==> src/logic/upm_pkg.sv <==
/*
 * upm package: widths, typedefs, chain structs and window FSM states
 */
`default_nettype none

package upm_pkg;

	// --------------------
	// widths and sizes
	// --------------------
	localparam int WIN_W   = 16;  // window counter
	localparam int CNT_W   = 12;  // per oscillator, small so long windows overflow
	localparam int NUM_CBB = 16;
	localparam int ADDR_W  = 4;
	localparam int DIV_W   = 3;
	localparam int PER_W   = 8;   // max period (6+15)*8 = 168 fits
	localparam int CHAIN_W = 40;  // scan register length

	// base tick periods of the cbb oscillators, in func clk cycles
	localparam int OSC0_BASE = 4;
	localparam int OSC1_BASE = 6;

	// padding on top of the result word
	localparam int RES_PAD_W = CHAIN_W - 2*CNT_W - 4;

	// --------------------
	// scalar types
	// --------------------
	typedef logic [WIN_W-1:0]   win_t;
	typedef logic [CNT_W-1:0]   osc_cnt_t;
	typedef logic [ADDR_W-1:0]  cbb_addr_t;
	typedef logic [DIV_W-1:0]   clk_div_t;
	typedef logic [NUM_CBB-1:0] pwr_mask_t;
	typedef logic [PER_W-1:0]   per_t;     // oscillator period

	// configuration, shifted in LSB first, run bit ends up at bit 0
	typedef struct packed {
		win_t      window;
		pwr_mask_t pwr_en;
		clk_div_t  div;
		cbb_addr_t addr;
		logic      run;
	} upm_cfg_t;

	// result word, loaded by capture
	typedef struct packed {
		logic [RES_PAD_W-1:0] pad;
		logic                 done;
		logic                 pwr_err;
		logic [1:0]           ovf;     // bit k for oscillator k
		osc_cnt_t             cnt1;
		osc_cnt_t             cnt0;
	} upm_result_t;

	// measurement window FSM
	typedef enum logic [1:0] {
		WIN_IDLE  = 2'd0,
		WIN_COUNT = 2'd1,
		WIN_DONE  = 2'd2
	} upm_win_state_e;

endpackage : upm_pkg

`default_nettype wire

==> src/logic/upm_cfg_chain.sv <==
/*
 * upm config chain: 40-bit scan register with capture/shift/update strobes,
 * holds the configuration and fires start on an update with run set
 */
`default_nettype none

module upm_cfg_chain import upm_pkg::*; (
	input  wire logic        dfx_upm_func_clk_i,
	input  wire logic        arst_n_i,
	input  wire logic        sel_i,
	input  wire logic        capture_i,
	input  wire logic        shift_i,
	input  wire logic        update_i,
	input  wire logic        si_i,
	input  wire upm_result_t result_i,
	output      logic        so_o,
	output      upm_cfg_t    cfg_o,
	output      logic        start_o
);

	logic [CHAIN_W-1:0] sr_q;       // scan register
	upm_cfg_t           cfg_q;      // held configuration
	logic               start_q;

	// strobe decode with capture > shift > update
	logic do_capture;
	logic do_shift;
	logic do_update;

	assign do_capture = sel_i & capture_i;
	assign do_shift   = sel_i & shift_i & ~capture_i;
	assign do_update  = sel_i & update_i & ~capture_i & ~shift_i;

	// --------------------
	// scan register
	// --------------------
	always_ff @(posedge dfx_upm_func_clk_i or negedge arst_n_i) begin
		if (!arst_n_i) begin
			sr_q <= '0;
		end else if (do_capture) begin
			sr_q <= result_i;                  // result word parallel load
		end else if (do_shift) begin
			sr_q <= {si_i, sr_q[CHAIN_W-1:1]}; // toward lsb with si entering at msb
		end
	end

	assign so_o = sr_q[0];

	// --------------------
	// held config + start
	// --------------------
	always_ff @(posedge dfx_upm_func_clk_i or negedge arst_n_i) begin
		if (!arst_n_i) begin
			cfg_q   <= '0;
			start_q <= 1'b0;
		end else begin
			start_q <= do_update & sr_q[0];    // run bit sits at lsb
			if (do_update) begin
				cfg_q <= upm_cfg_t'(sr_q);
			end
		end
	end

	// start follows the update by one cycle when config is already in place
	assign start_o = start_q;
	assign cfg_o   = cfg_q;

	// chain protocol allows a single strobe per cycle
	a_one_strobe: assert property (@(posedge dfx_upm_func_clk_i) disable iff (!arst_n_i)
		sel_i |-> $onehot0({capture_i, shift_i, update_i}))
		else $error("upm chain: overlapping capture/shift/update strobes");

endmodule : upm_cfg_chain

`default_nettype wire

==> src/logic/upm_window_ctrl.sv <==
/*
 * upm window control: runs one measurement window of window cycles
 * and holds done until the next start
 */
`default_nettype none

module upm_window_ctrl import upm_pkg::*; (
	input  wire logic dfx_upm_func_clk_i,
	input  wire logic arst_n_i,
	input  wire logic start_i,
	input  wire win_t window_i,
	output      logic count_en_o,
	output      logic active_o,
	output      logic done_o
);

	upm_win_state_e state_q, state_d;
	win_t           remain_q, remain_d;    // cycles left in WIN_COUNT

	// --------------------
	// next state
	// --------------------
	always_comb begin
		state_d  = state_q;
		remain_d = remain_q;
		if (start_i) begin
			// restart from any state and run a zero window for one cycle
			state_d  = WIN_COUNT;
			remain_d = (window_i == '0) ? win_t'(1) : window_i;
		end else begin
			case (state_q)
				WIN_COUNT: begin
					if (remain_q == win_t'(1)) begin
						state_d = WIN_DONE;
					end else begin
						remain_d = remain_q - 1'b1;
					end
				end
				WIN_DONE: state_d = WIN_DONE;   // hold counts
				default:  state_d = WIN_IDLE;
			endcase
		end
	end

	always_ff @(posedge dfx_upm_func_clk_i or negedge arst_n_i) begin
		if (!arst_n_i) begin
			state_q  <= WIN_IDLE;
			remain_q <= '0;
		end else begin
			state_q  <= state_d;
			remain_q <= remain_d;
		end
	end

	assign count_en_o = (state_q == WIN_COUNT);
	assign active_o   = (state_q == WIN_COUNT);
	assign done_o     = (state_q == WIN_DONE);

	a_en_done_excl: assert property (@(posedge dfx_upm_func_clk_i) disable iff (!arst_n_i)
		!(count_en_o && done_o))
		else $error("upm window: count_en and done together");

endmodule : upm_window_ctrl

`default_nettype wire

==> src/logic/upm_osc_counter.sv <==
/*
 * upm oscillator counter: saturating tick count with sticky overflow
 */
`default_nettype none

module upm_osc_counter import upm_pkg::*; (
	input  wire logic dfx_upm_func_clk_i,
	input  wire logic arst_n_i,
	input  wire logic clear_i,
	input  wire logic tick_i,
	input  wire logic count_en_i,
	output      osc_cnt_t count_o,
	output      logic     ovf_o
);

	localparam osc_cnt_t CNT_MAX = '1;

	osc_cnt_t count_q;
	logic     ovf_q;

	always_ff @(posedge dfx_upm_func_clk_i or negedge arst_n_i) begin
		if (!arst_n_i) begin
			count_q <= '0;
			ovf_q   <= 1'b0;
		end else if (clear_i) begin
			count_q <= '0;
			ovf_q   <= 1'b0;
		end else if (count_en_i && tick_i) begin
			if (count_q == CNT_MAX) begin
				ovf_q <= 1'b1;             // tick lost, hold at max
			end else begin
				count_q <= count_q + 1'b1;
			end
		end
	end

	assign count_o = count_q;
	assign ovf_o   = ovf_q;

	// no wrap, only clear brings the count down
	a_monotonic: assert property (@(posedge dfx_upm_func_clk_i) disable iff (!arst_n_i)
		!clear_i |=> count_o >= $past(count_o))
		else $error("upm counter: count decreased without clear");

endmodule : upm_osc_counter

`default_nettype wire

==> src/logic/upm_fabric.sv <==
/*
 * upm monitor fabric: config chain, window control and the two
 * oscillator counters, assembles the result word
 */
`default_nettype none

module upm_fabric import upm_pkg::*; (
	input  wire logic       dfx_upm_func_clk_i,
	input  wire logic       arst_n_i,
	input  wire logic       sel_i,
	input  wire logic       capture_i,
	input  wire logic       shift_i,
	input  wire logic       update_i,
	input  wire logic       si_i,
	input  wire logic [1:0] tick_i,
	input  wire logic       pwr_err_i,
	output      logic       so_o,
	output      upm_cfg_t   cfg_o,
	output      logic       restart_o,
	output      logic       active_o
);

	upm_cfg_t    cfg;
	upm_result_t result;
	logic        start;
	logic        count_en;
	logic        done;
	logic        pwr_err_q;   // pwr_err as seen in the last window cycle
	osc_cnt_t    cnt [2];
	logic [1:0]  ovf;

	upm_cfg_chain u_chain (
		.dfx_upm_func_clk_i (dfx_upm_func_clk_i),
		.arst_n_i           (arst_n_i),
		.sel_i              (sel_i),
		.capture_i          (capture_i),
		.shift_i            (shift_i),
		.update_i           (update_i),
		.si_i               (si_i),
		.result_i           (result),
		.so_o               (so_o),
		.cfg_o              (cfg),
		.start_o            (start)
	);

	upm_window_ctrl u_win (
		.dfx_upm_func_clk_i (dfx_upm_func_clk_i),
		.arst_n_i           (arst_n_i),
		.start_i            (start),
		.window_i           (cfg.window),
		.count_en_o         (count_en),
		.active_o           (active_o),
		.done_o             (done)
	);

	// one counter per oscillator
	for (genvar k = 0; k < 2; k++) begin : g_osc
		upm_osc_counter u_cnt (
			.dfx_upm_func_clk_i (dfx_upm_func_clk_i),
			.arst_n_i           (arst_n_i),
			.clear_i            (start),
			.tick_i             (tick_i[k]),
			.count_en_i         (count_en),
			.count_o            (cnt[k]),
			.ovf_o              (ovf[k])
		);
	end

	// last load is the final window cycle, so it holds end-of-window value
	always_ff @(posedge dfx_upm_func_clk_i or negedge arst_n_i) begin
		if (!arst_n_i) begin
			pwr_err_q <= 1'b0;
		end else if (start) begin
			pwr_err_q <= 1'b0;
		end else if (count_en) begin
			pwr_err_q <= pwr_err_i;
		end
	end

	// --------------------
	// result word
	// --------------------
	always_comb begin
		result         = '0;
		result.done    = done;
		result.pwr_err = pwr_err_q;
		result.ovf     = ovf;
		result.cnt1    = cnt[1];
		result.cnt0    = cnt[0];
	end

	assign cfg_o     = cfg;
	assign restart_o = start;  // cbb dividers line up with the window

endmodule : upm_fabric

`default_nettype wire

==> src/logic/upm_cbb_wrapper.sv <==
/*
 * upm cbb wrapper: model of the addressed cbb oscillators, power gated,
 * one tick pulse per period on the functional clock
 */
`default_nettype none

module upm_cbb_wrapper import upm_pkg::*; (
	input  wire logic       dfx_upm_func_clk_i,
	input  wire logic       arst_n_i,
	input  wire upm_cfg_t   cfg_i,
	input  wire logic       restart_i,
	output      logic [1:0] tick_o,
	output      logic       pwr_err_o
);

	logic pwr_on;   // addressed cbb powered

	// --------------------
	// power check
	// --------------------
	assign pwr_on    = cfg_i.pwr_en[cfg_i.addr];
	assign pwr_err_o = ~pwr_on;

	// --------------------
	// oscillators
	// --------------------
	for (genvar k = 0; k < 2; k++) begin : g_osc
		localparam int BASE = (k == 0) ? OSC0_BASE : OSC1_BASE;

		per_t period;    // (base + addr) * (div + 1)
		per_t pcnt_q;    // position in period 1..period

		assign period = (per_t'(BASE) + per_t'(cfg_i.addr)) * (per_t'(cfg_i.div) + 1'b1);

		always_ff @(posedge dfx_upm_func_clk_i or negedge arst_n_i) begin
			if (!arst_n_i) begin
				pcnt_q <= '0;
			end else if (restart_i) begin
				pcnt_q <= per_t'(1);           // first cycle after restart
			end else if (pcnt_q >= period) begin
				pcnt_q <= per_t'(1);           // wrap that also covers a period shrink
			end else if (pcnt_q != '0) begin
				pcnt_q <= pcnt_q + 1'b1;
			end
		end

		// pulse on every period-th cycle gated while unpowered
		assign tick_o[k] = (pcnt_q == period) & pwr_on;
	end

	a_no_tick_unpowered: assert property (@(posedge dfx_upm_func_clk_i) disable iff (!arst_n_i)
		pwr_err_o |-> (tick_o == 2'b00))
		else $error("upm cbb: tick while power enable is clear");

endmodule : upm_cbb_wrapper

`default_nettype wire

==> src/logic/upm_top.sv <==
/*
 * upm top: monitor fabric plus cbb wrapper behind the scan chain
 */
`default_nettype none

module upm_top import upm_pkg::*; (
	input  wire logic       dfx_upm_func_clk_i,
	input  wire logic       arst_n_i,
	input  wire logic       dfx_upm_sel_i,
	input  wire logic       dfx_upm_capture_i,
	input  wire logic       dfx_upm_shift_i,
	input  wire logic       dfx_upm_update_i,
	input  wire logic       dfx_upm_si_i,
	output      logic       dfx_upm_so_o,
	output      logic       dfx_upm_active_o,
	output      logic [1:0] dfx_upm_dcm_o
);

	// --------------------
	// fabric <-> wrapper
	// --------------------
	upm_cfg_t   cfg;
	logic       restart;
	logic [1:0] tick;       // raw oscillator ticks
	logic       pwr_err;

	upm_fabric u_fabric (
		.dfx_upm_func_clk_i (dfx_upm_func_clk_i),
		.arst_n_i           (arst_n_i),
		.sel_i              (dfx_upm_sel_i),
		.capture_i          (dfx_upm_capture_i),
		.shift_i            (dfx_upm_shift_i),
		.update_i           (dfx_upm_update_i),
		.si_i               (dfx_upm_si_i),
		.tick_i             (tick),
		.pwr_err_i          (pwr_err),
		.so_o               (dfx_upm_so_o),
		.cfg_o              (cfg),
		.restart_o          (restart),
		.active_o           (dfx_upm_active_o)
	);

	upm_cbb_wrapper u_cbb (
		.dfx_upm_func_clk_i (dfx_upm_func_clk_i),
		.arst_n_i           (arst_n_i),
		.cfg_i              (cfg),
		.restart_i          (restart),
		.tick_o             (tick),
		.pwr_err_o          (pwr_err)
	);

	assign dfx_upm_dcm_o = tick;   // dcm observe, unregistered

endmodule : upm_top

`default_nettype wire

==> config.mk <==
export PLATFORM = sky130hd
export DESIGN_NAME = upm_top
export DESIGN_NICKNAME = d
export VERILOG_FILES = /design/src/logic/upm_pkg.sv /design/src/logic/upm_cfg_chain.sv /design/src/logic/upm_window_ctrl.sv /design/src/logic/upm_osc_counter.sv /design/src/logic/upm_fabric.sv /design/src/logic/upm_cbb_wrapper.sv /design/src/logic/upm_top.sv
export SDC_FILE = /design/constraint.sdc
export NUM_CORES = 1
export LEC_CHECK = 0
export BUFFER_PORTS_ARGS = -buffer_cell sky130_fd_sc_hd__buf_2
export CAP_MARGIN = 25
export CORE_MARGIN = 5
export CORE_UTILIZATION = 40
export CTS_CLUSTER_DIAMETER = 50
export CTS_CLUSTER_SIZE = 12
export DETAILED_ROUTE_END_ITERATION = 8
export SETUP_SLACK_MARGIN = 0.4
export SLEW_MARGIN = 0
export SYNTH_ARGS = -nofsm -noshare
export SYNTH_HDL_FRONTEND = slang
export SYNTH_HIERARCHICAL = 1
export SYNTH_SLANG_ARGS = --single-unit
==> constraint.sdc <==
create_clock -name dfx_upm_func_clk_i -period 5.1 [get_ports dfx_upm_func_clk_i]
set_input_delay 0.765 -clock dfx_upm_func_clk_i [delete_from_list [all_inputs] [get_ports dfx_upm_func_clk_i]]
set_output_delay 0.765 -clock dfx_upm_func_clk_i [all_outputs]
set_load 0.01 [all_outputs]
==> qor.yml <==
worstPathRequired_ns: 4.34
crit_slowest_cell: "fa_2"
path_max_fanout: 3
worstSkewPairLatency_ns: 0.42
fmaxAchievable_mhz: 191
die_w_um: 158
grt_overflow: 0
worst_slack_ns: -0.122
place_inst: 1126
period_share_pct: 102
place_area_mm2: 0.00912
drc_errors: 0
rows: 54
cts_tree: "built"
clockBufferDepth: 2
cts_sinks: 141
worst_ir_drop_vdd_v: 0.000260
hold_violations: 0
status: "finished, violations left"
max-cap-violations: 0
cts_max_level: 4
worstPathCellList: "ha_4 > xnor2_4 > or2_4 > fa_1 > inv_2 > fa_2 > inv_2 > fa_2 > inv_2 > a21o_1 > a21oi_2 > xor2_1 > ha_1 > nand4_1 > nor4bb_4 > buf_2"
post-route-min-period_ns: 5.22
dr.pass1.iters: 5
dieArea_mm2: 0.0250
max_slew.worst_pin.slew_ns: 0.968
drive_gt1_share_pct: 21.5
fp.dieH_um: 158
hpwl_mm: 12.5
num_antenna_cells: 0
grt_pass1_vias: 6375
gr-usage-all-layers_pct: 16.0
grt_pass1_wl_mm: 32.7
stdcell_area_mm2: 0.0101
setup_viol: 1
synthCells: 857
area_delta_synth_final_pct: 15.0
wirelength_mm: 19.1
fillCellCount: 2030
clk_pin_slew_worst_paths_ns: 0.07
p_per_area_mw_per_mm2: 500
io_pins: 11
avgSynthCellArea_um2: 10.2
rsz0062_at_grt: "yes"
antenna_found_initial: 0
viasPerCell: 5.50
drt_iter0_drc: 430
relSlewSlack_pct: 35.5
mostFrequentLayoutCell: "dfrtp_1"
num_vias: 6466
grt_max_degree: 82
crit_path_start_kind: "flop"
io_buffers: 10
crit_type: "reg -> out"
ant_nets: 0
final_cell_mix: "139 x dfrtp_1, 127 x nor3_1, 66 x nor2_1"
cts_buffers: 17
hp-class: "in -> async"
start_util_pct: 40.4
fp.coreArea_mm2: 0.0217
drv_slew: 0
root_buffer: "clkbuf_16"
fin_nets: 953
wl_per_cell_um: 16.2
synthesis.area_mm2: 0.00876
finalClockSkew_ns: 0.00791
cpPeakStageDelay_ns: 0.58
final_cell_count_no_fill: 1175
tns_ns: -0.122
critPathArrivalTime_ns: 4.46
cpMostUsedCell: "inv_2"
gp_routability_congestion: 0.816
p_leak_uw: 0.00445
violations: "negative setup slack"
endpoint_kind: "output port"
ys_warn_count: 6
-- path summary, 6_finish.rpt --
check	to	slack [ns]	from	cells after the start
setup / recovery	dfx_upm_dcm_o[1]	-0.12	u_fabric/u_chain/cfg_o[5]	16
hold / removal	u_fabric/u_win/remain_q[14]	0.34	arst_n_i	1
setup reg to reg	u_fabric/g_osc[1].u_cnt/count_o[7]	0.10	u_fabric/u_chain/cfg_o[5]	21
hold reg to reg	u_fabric/u_chain/cfg_o[17]	0.50	u_fabric/u_chain/cfg_o[17]	1
max in group asynchronous	u_fabric/u_chain/start_o	3.78	arst_n_i	2
min in group dfx_upm_func_clk_i	u_fabric/u_chain/cfg_o[17]	0.50	u_fabric/u_chain/cfg_o[17]	1
-- power breakdown --
part           internal, uW  switching (uW)
sequential             1370             280
clock                   690             535
combinational          1070            1090
-- routing by layer --
metal,share of wire (%),global-route usage (%)
met5,0,0
met3,2.5,2.54
met4,1.1,4.39
met2,46,25.4
met1,50,23.0
-- metrics by stage --
stage	hold WS (ns)	setup slack (ns)	util (%)	power (uW)
global placement	0.487	0.239	42.1	3620
CTS	0.360	-0.154	45.8	5020
finish	0.340	-0.122	46.5	5040
detailed placement	0.488	0.126	42.1	3680
floorplan	0.463	0.390	-	3200
global route	0.394	-0.374	46.5	5460
-- critical path: cells and delay by family, from the launching register on --
| family | cells | cell delay (ns) |
|---|---|---|
| and+or+nand+nor | 3 | 0.88 |
| adders and majority gates | 5 | 1.93 |
| AOI/OAI and AO/OA | 2 | 0.17 |
| buffers and inverters | 4 | 0.35 |
| xor gates and xnor gates | 2 | 0.30 |
| DFF | 1 | 0.41 |
-- state kept, by name, summed over array words and instances (netlist names) --
signal,count
u_fabric/pwr_err_q,1
u_fabric/u_chain/cfg_o,39
u_fabric/u_chain/sr_q,40
u_cbb/g_osc.pcnt_q,16
u_fabric/g_osc.u_cnt/ovf_o,2
u_fabric/g_osc.u_cnt/count_o,24
u_fabric/u_chain/start_o,1
u_fabric/u_win/state_q,2
u_fabric/u_win/remain_q,16
-- timing repair --
action,in CTS,in global routing
pin swaps,20,18
gates resized for setup,27,25
hold buffers,0,0
setup buffers,10,7
endpoints found under the setup margin,24,28
-- area by class of cell --
type / instances / area [um^2] / share of cell area [%]
clock buffer: 17 / 425 / 4.22
clock inverter: 15 / 154 / 1.53
inverter: 37 / 141 / 1.40
multi-input combinational: 644 / 5170 / 51.3
sequential: 141 / 3530 / 35.0
tap: 280 / 350 / 3.48
timing repair buffer: 41 / 304 / 3.02
No activity file was read; power rests on OpenSTA's default activity.
